$ cat config.mk
export PLATFORM = sky130hd
export DESIGN_NAME = core_top
export DESIGN_NICKNAME = d
export VERILOG_FILES = /design/src/core_pkg.sv /design/src/core_top.sv /design/src/decode_stage.sv /design/src/execute_stage.sv /design/src/fetch_stage.sv /design/src/pipeline_control.sv /design/src/register_bank.sv /design/src/stage_reg.sv
export SDC_FILE = /design/constraint.sdc
export NUM_CORES = 2
export LEC_CHECK = 0
export BUFFER_PORTS_ARGS = -buffer_cell sky130_fd_sc_hd__buf_4
export CELL_PAD_IN_SITES_DETAIL_PLACEMENT = 1
export CELL_PAD_IN_SITES_GLOBAL_PLACEMENT = 2
export CORE_MARGIN = 2
export CORE_UTILIZATION = 45
export CTS_CLUSTER_SIZE = 25
export DETAILED_ROUTE_END_ITERATION = 6
export PLACE_DENSITY = 0.9
export SLEW_MARGIN = 20
export SYNTH_ARGS = -nofsm -noshare
export SYNTH_HDL_FRONTEND = slang
export SYNTH_SLANG_ARGS = --single-unit
$ cat constraint.sdc
create_clock -name clk -period 4.5 [get_ports clk]
set_input_delay 0.225 -clock clk [delete_from_list [all_inputs] [get_ports clk]]
set_output_delay 0.225 -clock clk [all_outputs]
set_load 0.05 [all_outputs]
$ cat src/core_pkg.sv
/*
 * Core package
 * Widths, RV32I encodings, the operation type and the stage payloads
 */

package core_pkg;

    // Data and address width
    localparam int xlen = 32;

    typedef logic [xlen-1:0] word_t;
    typedef logic [4:0]      reg_addr_t;

    // First fetch address out of reset
    localparam word_t reset_pc  = '0;
    // ADDI x0,x0,0
    localparam word_t nop_instr = 32'h0000_0013;

    ////////////////////////////////////////////////////////////////////////////
    // Encodings
    ////////////////////////////////////////////////////////////////////////////

    localparam logic [6:0] opc_op     = 7'b0110011;
    localparam logic [6:0] opc_op_imm = 7'b0010011;
    localparam logic [6:0] opc_lui    = 7'b0110111;
    localparam logic [6:0] opc_store  = 7'b0100011;
    localparam logic [6:0] opc_branch = 7'b1100011;

    // Funct3 of the kept instructions
    localparam logic [2:0] f3_add_sub = 3'b000;
    localparam logic [2:0] f3_slt     = 3'b010;
    localparam logic [2:0] f3_xor     = 3'b100;
    localparam logic [2:0] f3_or      = 3'b110;
    localparam logic [2:0] f3_and     = 3'b111;
    localparam logic [2:0] f3_sw      = 3'b010;
    localparam logic [2:0] f3_beq     = 3'b000;
    localparam logic [2:0] f3_bne     = 3'b001;

    // Funct7 of register ops
    localparam logic [6:0] f7_base = 7'b0000000;
    localparam logic [6:0] f7_sub  = 7'b0100000;

    ////////////////////////////////////////////////////////////////////////////
    // Operations and payloads
    ////////////////////////////////////////////////////////////////////////////

    // Zero encoding is nop, the bubble of both stage registers
    typedef enum logic [3:0] {
        op_nop, op_add, op_sub, op_and, op_or, op_xor,
        op_slt, op_lui, op_store, op_beq, op_bne
    } op_e;

    // Decode to execute
    typedef struct packed {
        op_e       op;
        word_t     pc;
        word_t     operand_a;
        word_t     operand_b;
        word_t     store_data;
        word_t     branch_target;
        reg_addr_t rd;
        logic      writes;
    } exec_bundle_t;

    // Execute to retire
    typedef struct packed {
        word_t     result;
        reg_addr_t rd;
        logic      writes;
    } retire_bundle_t;

endpackage

$ cat src/core_top.sv
/*
 * Core top level
 * Four stage RV32I subset core wiring fetch, decode, execute and retire
 */

`timescale 1ns/10ps

module core_top
    import core_pkg::*;
(
    input  logic  clk,
    input  logic  reset_n,
    input  logic  stall_i,
    input  word_t instruction_i,
    output word_t instruction_address_o,
    output logic  mem_write_o,
    output word_t mem_address_o,
    output word_t mem_data_o
);

    ////////////////////////////////////////////////////////////////////////////
    // Stage signals
    ////////////////////////////////////////////////////////////////////////////

    // Fetch to decode
    word_t          instruction_decode;
    word_t          pc_decode;

    // Decode and bank
    reg_addr_t      rs1;
    reg_addr_t      rs2;
    word_t          rs1_data;
    word_t          rs2_data;
    logic           uses_rs1;
    logic           uses_rs2;
    exec_bundle_t   exec_d;
    exec_bundle_t   exec_q;

    // Execute and retire
    retire_bundle_t retire_d;
    retire_bundle_t retire_q;
    reg_addr_t      exec_rd;
    logic           exec_writes;
    logic           branch_taken;
    word_t          branch_target;

    // Control
    logic           enable_fetch;
    logic           flush_decode;
    logic           bubble_exec;
    logic           hold;

    ////////////////////////////////////////////////////////////////////////////
    // Fetch and decode
    ////////////////////////////////////////////////////////////////////////////

    fetch_stage fetch_1 (
        .clk                  (clk),
        .reset_n              (reset_n),
        .enable_i             (enable_fetch),
        .flush_i              (flush_decode),
        .redirect_i           (branch_taken),
        .redirect_target_i    (branch_target),
        .instruction_i        (instruction_i),
        .instruction_address_o(instruction_address_o),
        .instruction_o        (instruction_decode),
        .pc_o                 (pc_decode)
    );

    decode_stage decode_1 (
        .instruction_i(instruction_decode),
        .pc_i         (pc_decode),
        .rs1_data_i   (rs1_data),
        .rs2_data_i   (rs2_data),
        .rs1_o        (rs1),
        .rs2_o        (rs2),
        .uses_rs1_o   (uses_rs1),
        .uses_rs2_o   (uses_rs2),
        .bundle_o     (exec_d)
    );

    // Written from the retire register
    register_bank bank_1 (
        .clk           (clk),
        .reset_n       (reset_n),
        .write_enable_i(retire_q.writes),
        .write_addr_i  (retire_q.rd),
        .write_data_i  (retire_q.result),
        .read_addr1_i  (rs1),
        .read_addr2_i  (rs2),
        .read_data1_o  (rs1_data),
        .read_data2_o  (rs2_data)
    );

    ////////////////////////////////////////////////////////////////////////////
    // Execute and retire
    ////////////////////////////////////////////////////////////////////////////

    stage_reg #(.payload_t(exec_bundle_t)) exec_reg (
        .clk     (clk),
        .reset_n (reset_n),
        .hold_i  (hold),
        .bubble_i(bubble_exec),
        .data_i  (exec_d),
        .data_o  (exec_q)
    );

    execute_stage execute_1 (
        .bundle_i       (exec_q),
        .result_o       (retire_d),
        .rd_o           (exec_rd),
        .writes_o       (exec_writes),
        .branch_taken_o (branch_taken),
        .branch_target_o(branch_target),
        .mem_write_o    (mem_write_o),
        .mem_address_o  (mem_address_o),
        .mem_data_o     (mem_data_o)
    );

    // Retire never needs a bubble
    stage_reg #(.payload_t(retire_bundle_t)) retire_reg (
        .clk     (clk),
        .reset_n (reset_n),
        .hold_i  (hold),
        .bubble_i(1'b0),
        .data_i  (retire_d),
        .data_o  (retire_q)
    );

    pipeline_control control_1 (
        .stall_i       (stall_i),
        .rs1_i         (rs1),
        .rs2_i         (rs2),
        .uses_rs1_i    (uses_rs1),
        .uses_rs2_i    (uses_rs2),
        .exec_rd_i     (exec_rd),
        .exec_writes_i (exec_writes),
        .branch_taken_i(branch_taken),
        .enable_fetch_o(enable_fetch),
        .flush_decode_o(flush_decode),
        .bubble_exec_o (bubble_exec),
        .hold_o        (hold)
    );

endmodule

$ cat src/decode_stage.sv
/*
 * Decode stage
 * Field split, immediates, operation select and the execute payload
 */

`timescale 1ns/10ps

module decode_stage
    import core_pkg::*;
(
    input  word_t        instruction_i,
    input  word_t        pc_i,
    input  word_t        rs1_data_i,
    input  word_t        rs2_data_i,
    output reg_addr_t    rs1_o,
    output reg_addr_t    rs2_o,
    output logic         uses_rs1_o,
    output logic         uses_rs2_o,
    output exec_bundle_t bundle_o
);

    logic [6:0] opcode;
    logic [2:0] funct3;
    logic [6:0] funct7;
    reg_addr_t  rd;
    word_t      imm_i;
    word_t      imm_s;
    word_t      imm_b;
    word_t      imm_u;
    op_e        op;

    ////////////////////////////////////////////////////////////////////////////
    // Fields and immediates
    ////////////////////////////////////////////////////////////////////////////

    assign opcode = instruction_i[6:0];
    assign rd     = instruction_i[11:7];
    assign funct3 = instruction_i[14:12];
    assign funct7 = instruction_i[31:25];
    assign rs1_o  = instruction_i[19:15];
    assign rs2_o  = instruction_i[24:20];

    // Sign always from bit 31
    assign imm_i = {{20{instruction_i[31]}}, instruction_i[31:20]};
    assign imm_s = {{20{instruction_i[31]}}, instruction_i[31:25], instruction_i[11:7]};
    assign imm_b = {{19{instruction_i[31]}}, instruction_i[31], instruction_i[7],
                    instruction_i[30:25], instruction_i[11:8], 1'b0};
    assign imm_u = {instruction_i[31:12], 12'b0};

    ////////////////////////////////////////////////////////////////////////////
    // Operation select
    ////////////////////////////////////////////////////////////////////////////

    // Anything not matched stays nop
    always_comb begin
        op = op_nop;
        case (opcode)
            opc_op: begin
                if (funct7 == f7_sub && funct3 == f3_add_sub) begin
                    op = op_sub;
                end
                else if (funct7 == f7_base) begin
                    case (funct3)
                        f3_add_sub: op = op_add;
                        f3_slt:     op = op_slt;
                        f3_xor:     op = op_xor;
                        f3_or:      op = op_or;
                        f3_and:     op = op_and;
                        default:    op = op_nop;
                    endcase
                end
            end
            // No SLTI in this core
            opc_op_imm: begin
                case (funct3)
                    f3_add_sub: op = op_add;
                    f3_xor:     op = op_xor;
                    f3_or:      op = op_or;
                    f3_and:     op = op_and;
                    default:    op = op_nop;
                endcase
            end
            opc_lui:   op = op_lui;
            opc_store: op = (funct3 == f3_sw) ? op_store : op_nop;
            opc_branch: begin
                case (funct3)
                    f3_beq:  op = op_beq;
                    f3_bne:  op = op_bne;
                    default: op = op_nop;
                endcase
            end
            default: op = op_nop;
        endcase
    end

    ////////////////////////////////////////////////////////////////////////////
    // Payload and source usage
    ////////////////////////////////////////////////////////////////////////////

    always_comb begin
        bundle_o               = '0;
        bundle_o.op            = op;
        bundle_o.pc            = pc_i;
        bundle_o.operand_a     = rs1_data_i;
        bundle_o.operand_b     = rs2_data_i;
        bundle_o.store_data    = rs2_data_i;
        bundle_o.branch_target = pc_i + imm_b;
        bundle_o.rd            = rd;
        uses_rs1_o             = 1'b0;
        uses_rs2_o             = 1'b0;
        case (op)
            op_add, op_sub, op_and, op_or, op_xor, op_slt: begin
                // Writes to x0 are dropped here already
                bundle_o.writes = rd != '0;
                uses_rs1_o      = 1'b1;
                uses_rs2_o      = opcode == opc_op;
                if (opcode == opc_op_imm) begin
                    bundle_o.operand_b = imm_i;
                end
            end
            op_lui: begin
                bundle_o.operand_b = imm_u;
                bundle_o.writes    = rd != '0;
            end
            // Address base in operand_a, offset in operand_b
            op_store: begin
                bundle_o.operand_b = imm_s;
                uses_rs1_o         = 1'b1;
                uses_rs2_o         = 1'b1;
            end
            op_beq, op_bne: begin
                uses_rs1_o = 1'b1;
                uses_rs2_o = 1'b1;
            end
            default: bundle_o.writes = 1'b0;
        endcase
    end

endmodule

$ cat src/execute_stage.sv
/*
 * Execute stage
 * ALU, branch compare, store port and the retire payload
 */

`timescale 1ns/10ps

module execute_stage
    import core_pkg::*;
(
    input  exec_bundle_t   bundle_i,
    output retire_bundle_t result_o,
    output reg_addr_t      rd_o,
    output logic           writes_o,
    output logic           branch_taken_o,
    output word_t          branch_target_o,
    output logic           mem_write_o,
    output word_t          mem_address_o,
    output word_t          mem_data_o
);

    word_t a;
    word_t b;
    word_t sum;
    word_t alu_result;
    logic  equal;

    assign a = bundle_i.operand_a;
    assign b = bundle_i.operand_b;

    // One adder for ADD, ADDI and the store address
    assign sum   = a + b;
    assign equal = a == b;

    ////////////////////////////////////////////////////////////////////////////
    // ALU
    ////////////////////////////////////////////////////////////////////////////

    always_comb begin
        case (bundle_i.op)
            op_add:  alu_result = sum;
            op_sub:  alu_result = a - b;
            op_and:  alu_result = a & b;
            op_or:   alu_result = a | b;
            op_xor:  alu_result = a ^ b;
            // Signed compare
            op_slt:  alu_result = {{(xlen-1){1'b0}}, $signed(a) < $signed(b)};
            // Upper immediate already shifted in decode
            op_lui:  alu_result = b;
            default: alu_result = '0;
        endcase
    end

    ////////////////////////////////////////////////////////////////////////////
    // Branch and store
    ////////////////////////////////////////////////////////////////////////////

    assign branch_taken_o  = (bundle_i.op == op_beq && equal) ||
                             (bundle_i.op == op_bne && !equal);
    assign branch_target_o = bundle_i.branch_target;

    // Word store only
    assign mem_write_o   = bundle_i.op == op_store;
    assign mem_address_o = {sum[xlen-1:2], 2'b00};
    assign mem_data_o    = bundle_i.store_data;

    // Hazard view for control
    assign rd_o     = bundle_i.rd;
    assign writes_o = bundle_i.writes;

    assign result_o = '{result: alu_result, rd: bundle_i.rd, writes: bundle_i.writes};

    // Write flag is built in decode
    always_comb begin
        store_no_write: assert final (!(mem_write_o && bundle_i.writes))
            else $error("store carries a register write");
    end

endmodule

$ cat src/fetch_stage.sv
/*
 * Fetch stage
 * Program counter with branch redirect and the instruction register toward decode
 */

`timescale 1ns/10ps

module fetch_stage
    import core_pkg::*;
(
    input  logic  clk,
    input  logic  reset_n,
    input  logic  enable_i,
    input  logic  flush_i,
    input  logic  redirect_i,
    input  word_t redirect_target_i,
    input  word_t instruction_i,
    output word_t instruction_address_o,
    output word_t instruction_o,
    output word_t pc_o
);

    word_t pc;
    word_t pc_next;

    // Taken branch wins over the sequential step
    assign pc_next = redirect_i ? redirect_target_i : pc + 32'd4;

    // ROM is asynchronous so the pc goes straight out
    assign instruction_address_o = pc;

    always_ff @(posedge clk or negedge reset_n) begin
        if (!reset_n) begin
            pc <= reset_pc;
        end
        else if (enable_i) begin
            pc <= pc_next;
        end
    end

    // Decode side register
    // Flushed slot becomes ADDI x0,x0,0
    always_ff @(posedge clk or negedge reset_n) begin
        if (!reset_n) begin
            instruction_o <= nop_instr;
            pc_o          <= reset_pc;
        end
        else if (enable_i) begin
            instruction_o <= flush_i ? nop_instr : instruction_i;
            pc_o          <= pc;
        end
    end

    // Targets come from decode through execute, so check alignment here
    pc_aligned: assert property (@(posedge clk) disable iff (!reset_n) pc[1:0] == 2'b00)
        else $error("fetch pc %h not word aligned", pc);

endmodule

$ cat src/pipeline_control.sv
/*
 * Pipeline control
 * Hazard stall, branch flush and external stall for all stages
 */

`timescale 1ns/10ps

module pipeline_control
    import core_pkg::*;
(
    input  logic      stall_i,
    input  reg_addr_t rs1_i,
    input  reg_addr_t rs2_i,
    input  logic      uses_rs1_i,
    input  logic      uses_rs2_i,
    input  reg_addr_t exec_rd_i,
    input  logic      exec_writes_i,
    input  logic      branch_taken_i,
    output logic      enable_fetch_o,
    output logic      flush_decode_o,
    output logic      bubble_exec_o,
    output logic      hold_o
);

    logic hazard_rs1;
    logic hazard_rs2;
    logic hazard;

    // Read after write against execute only
    // Retire conflicts resolve in the bank write-through
    assign hazard_rs1 = uses_rs1_i && rs1_i != '0 && rs1_i == exec_rd_i;
    assign hazard_rs2 = uses_rs2_i && rs2_i != '0 && rs2_i == exec_rd_i;
    assign hazard     = exec_writes_i && (hazard_rs1 || hazard_rs2);

    // External stall freezes everything
    assign hold_o = stall_i;

    // Fetch and decode wait on a hazard
    assign enable_fetch_o = !stall_i && !hazard;

    // NOP into execute for a hazard or a taken branch
    assign bubble_exec_o = !stall_i && (hazard || branch_taken_i);

    // Kill the slot fetched behind the branch
    assign flush_decode_o = !stall_i && branch_taken_i;

    // Redirect needs fetch enabled
    // A branch in execute carries no write flag and never raises a hazard
    always_comb begin
        branch_no_write: assert final (!(branch_taken_i && exec_writes_i))
            else $error("taken branch in execute carries a register write");
    end

endmodule

$ cat src/register_bank.sv
/*
 * Register bank
 * x1 to x31 with two combinational read ports and write-through
 */

`timescale 1ns/10ps

module register_bank
    import core_pkg::*;
(
    input  logic      clk,
    input  logic      reset_n,
    input  logic      write_enable_i,
    input  reg_addr_t write_addr_i,
    input  word_t     write_data_i,
    input  reg_addr_t read_addr1_i,
    input  reg_addr_t read_addr2_i,
    output word_t     read_data1_o,
    output word_t     read_data2_o
);

    // No storage behind x0
    word_t regs [1:31];

    always_ff @(posedge clk or negedge reset_n) begin
        if (!reset_n) begin
            for (int i = 1; i < 32; i++) begin
                regs[i] <= '0;
            end
        end
        else if (write_enable_i && write_addr_i != '0) begin
            regs[write_addr_i] <= write_data_i;
        end
    end

    // Same cycle write shows up on the read port
    // Covers the decode versus retire conflict
    assign read_data1_o = (read_addr1_i == '0) ? '0 :
                          (write_enable_i && write_addr_i == read_addr1_i) ? write_data_i :
                          regs[read_addr1_i];

    assign read_data2_o = (read_addr2_i == '0) ? '0 :
                          (write_enable_i && write_addr_i == read_addr2_i) ? write_data_i :
                          regs[read_addr2_i];

    // Decode clears the write flag for rd of x0
    // No retire write may arrive aimed at index zero
    x0_never_written: assert property (@(posedge clk) disable iff (!reset_n)
        write_enable_i |-> write_addr_i != '0)
        else $error("register write aimed at x0 reached the bank");

endmodule

$ cat src/stage_reg.sv
/*
 * Pipeline stage register
 * One payload per cycle with hold and bubble insertion
 */

`timescale 1ns/10ps

module stage_reg #(
    parameter type payload_t = logic [31:0]
) (
    input  logic     clk,
    input  logic     reset_n,
    input  logic     hold_i,
    input  logic     bubble_i,
    input  payload_t data_i,
    output payload_t data_o
);

    // All zero is the NOP payload
    always_ff @(posedge clk or negedge reset_n) begin
        if (!reset_n) begin
            data_o <= '0;
        end
        else if (!hold_i) begin
            if (bubble_i) begin
                data_o <= '0;
            end
            else begin
                data_o <= data_i;
            end
        end
    end

    // Control gates every bubble with the external stall
    hold_bubble_excl: assert property (@(posedge clk) disable iff (!reset_n)
        !(hold_i && bubble_i))
        else $error("stage register held and bubbled together");

endmodule

==> impl_metrics.env <==
export IMPL_synth_ff_type="dfrtp_1"
export IMPL_period_share_pct=97.0
export IMPL_drt_first_pass_iters=7
export IMPL_core_area_sq_um=158000
export IMPL_drive_above_1_share_pct=37.5
export IMPL_syn_avg_cell_area_sq_um=12.5
export IMPL_portBuffers=129
export IMPL_leakagePower_nw=35.9
export IMPL_cts_tree="built"
export IMPL_final_nets=5848
export IMPL_drtIter0Drc=5731
export IMPL_fin_area_sq_um=80300
export IMPL_cp_required_ns=4.28
export IMPL_place_congestion=0.929
export IMPL_die_h_microns=403
export IMPL_start_util_pct=45.2
export IMPL_rsz0062_at_grt="true"
export IMPL_crit_path_max_incr_delay_ns=0.47
export IMPL_hold_viol=0
export IMPL_synth_edf_count=0
export IMPL_crit_chain="ha_1, fa_1, a211oi_1, nor2_1, o221ai_2, nand3_1, a21boi_2, o221ai_1, xnor2_1, buf_4"
export IMPL_netlist_cell_type_count=86
export IMPL_area_growth_pct=12.4
export IMPL_grt_pass1_vias=57200
export IMPL_cts_path_max_buffers=3
export IMPL_antenna_found_initial=14
export IMPL_synthArstFlopShare_pct=100
export IMPL_wl_per_cell_microns=33.4
export IMPL_gr_usage_met1_pct=40.8
export IMPL_clock_latency_ns=0.82
export IMPL_violations="design-rule violations"
export IMPL_grt_max_degree=142
export IMPL_finClkSkew_ns=0.0376
export IMPL_io_pins=132
export IMPL_setup_violations=0
export IMPL_dp_hpwl_microns=164000
export IMPL_root_buffer="clkbuf_16"
export IMPL_place_inst=7578
export IMPL_start_kind="register"
export IMPL_path_buf_inv=1
export IMPL_cp_top_family="compound AO/OA/AOI/OAI gates"
export IMPL_grt_pass1_wl_microns=391000
export IMPL_stdcell_count=7864
export IMPL_finalMaxSlewViolations=0
export IMPL_place_area_sq_um=75400
export IMPL_slew_limit_headroom_pct=27.3
export IMPL_maxCapViolations=0
export IMPL_drcViolationCount=1
export IMPL_synth_area_leaders="dfrtp_1, mux4_2, mux2_2"
export IMPL_synth_top_area_share_pct=44.1
export IMPL_cts_reportedPaths_clkPinSlew_ns=0.06
export IMPL_cellPowerDensity_nw_per_um2=347
export IMPL_grt_util_met3_pct=7.78
export IMPL_synth_area_sq_um=71500
export IMPL_crit_fanout=5
export IMPL_critPathKind="register to output port"
export IMPL_fp_dieW_microns=403
export IMPL_synth_most_common_cell="dfrtp_1"
export IMPL_seq_area_frac_synth_pct=44.3
export IMPL_synth_warnings=0
export IMPL_cts_buffers=140
export IMPL_status="complete, but fails checks"
export IMPL_synth_area_leader_cell="dfrtp_1"
export IMPL_top_usage_layer="met2"
export IMPL_synthCells=5703
export IMPL_fmax_ghz=0.229
export IMPL_fillers=15700
export IMPL_endpoint_kind="output port"
export IMPL_peakVddDrop_mv=0.361
export IMPL_row_count=146
export IMPL_cp_slowest_cell="fa_1"
export IMPL_synth_common_cells="dfrtp_1, mux2_2, mux4_2"
export IMPL_met2_usage_pct=51.4
export IMPL_max_slew_worst_pin_slew_ns=1.09
export IMPL_cp_data_arrival_time_ns=4.14
export IMPL_viasPerCell=6.73
export IMPL_drt_total_wl_microns=263000
export IMPL_ant_nets=0
export IMPL_htree_num_levels=4
export IMPL_grt_ovfl_total=0
export IMPL_vias=52900
export IMPL_yosys_register_bits=1264
export IMPL_min_period_ns=4.37
export IMPL_hp_class="primary input to register"
export IMPL_grtUsageTotal_pct=32.4
export IMPL_clock_sinks=1264
export IMPL_fin_util_pct=50.8
export IMPL_die_area_sq_um=162000
timing repair:
item / CTS / global route
hold endpoints to repair: 147 / 0
endpoints found under the setup margin: 8 / 8
hold buffers: 33 / 0
pin swaps: 1 / 1
setup buffers: 2 / 0
gates resized for setup: 7 / 17
gates cloned: 0 / 0
logic make-up (layout without fill, tap and decap cells):
group,Yosys count,after routing,share of synthesized area (%)
AO/OA/AOI/OAI,1051,1051,9.63
buffers and inverters,678,765,3.88
other,1,3,0.00525
AND/OR/NAND/NOR,921,921,5.59
XOR/XNOR,81,81,0.992
multiplexers,1577,1577,33.3
flip-flops,1264,1264,44.3
adder cells (fa/ha/maj),130,130,2.31
power breakdown:
group / internal (W) / switching (W)
clock: 0.00660 / 0.00506
combinational: 0.00142 / 0.00271
sequential: 0.0117 / 0.000385
total: 0.0197 / 0.00815
per-layer routing:
layer / up-vias / wire, microns
li1: 21300 / -
met2: 2636 / 124000
met5: - / 38
met3: 897 / 23100
met4: 6 / 16500
met1: 28100 / 99600
final cells by class:
type,instances,area (sq um),share of cell area [%]
Antenna cell,1,2.50,0.00311
Inverter,115,437,0.544
Clock buffer,212,4060,5.05
Timing Repair Buffer,400,3710,4.62
Sequential cell,1264,31700,39.4
Multi-Input combinational cell,3762,37400,46.6
Clock inverter,38,470,0.586
Tap cell,2072,2590,3.23
through the flow:
stage                     setup TNS (ns)  hold slack (ns)  power, W  setup slack, ns
after global placement                 0            0.282    0.0162            0.517
after detailed placement               0            0.277    0.0163            0.495
after global routing             -0.0359            0.108    0.0286          -0.0359
after floorplan                        0          -0.0706    0.0146            0.664
after CTS                              0           0.0466    0.0278           0.0490
final                                  0           0.0571    0.0278            0.134
worst paths after layout:
check	from	end	slack (ns)	cells past startpoint
worst max register to register	fetch_1.instruction_o[21]	exec_reg.data_o[98]	0.48	11
worst min-delay path	stall_i	exec_reg.data_o[17]	0.06	3
min in group asynchronous	reset_n	bank_1.regs[179]	0.11	2
max in group asynchronous	reset_n	bank_1.regs[288]	3.05	3
worst min register to register	exec_reg.data_o[17]	exec_reg.data_o[17]	0.48	2
worst max-delay path	exec_reg.data_o[70]	mem_address_o[18]	0.13	10
state kept, by name, indices dropped and copies added, names as in the netlist:
| signal | flops |
|---|---|
| bank_1.regs | 992 |
| fetch_1.instruction_address_o | 32 |
| fetch_1.instruction_o | 32 |
| retire_reg.data_o | 38 |
| exec_reg.data_o | 138 |
| fetch_1.pc_o | 32 |
worst reg2reg max path, cell delays in order (launching register included):
cell      delay (ns)
dfrtp_4         0.71
buf_12          0.29
buf_12          0.31
mux4_2          0.47
mux4_2          0.49
mux2i_1         0.16
o21ai_0         0.09
nand2_1         0.34
nor2_1          0.16
a21oi_1         0.53
a221oi_1        0.17
a21o_1          0.19
cell usage in the layout, fill, tap and decap left out, types with 39 or more instances in the layout:
master     instances
o21ai_0          366
xnor2_1           54
a21oi_1          176
nor2_1           152
mux4_2           549
a21o_1            41
inv_1            113
dfrtp_1         1249
clkbuf_1          47
a22o_1           128
nand2_1          505
mux2_2           945
nand3_1           43
clkbuf_16        143
buf_12            48
buf_4            317
ha_1             118
o31ai_1           39
mux2i_1           83
No activity file was read; power rests on OpenSTA's default activity.
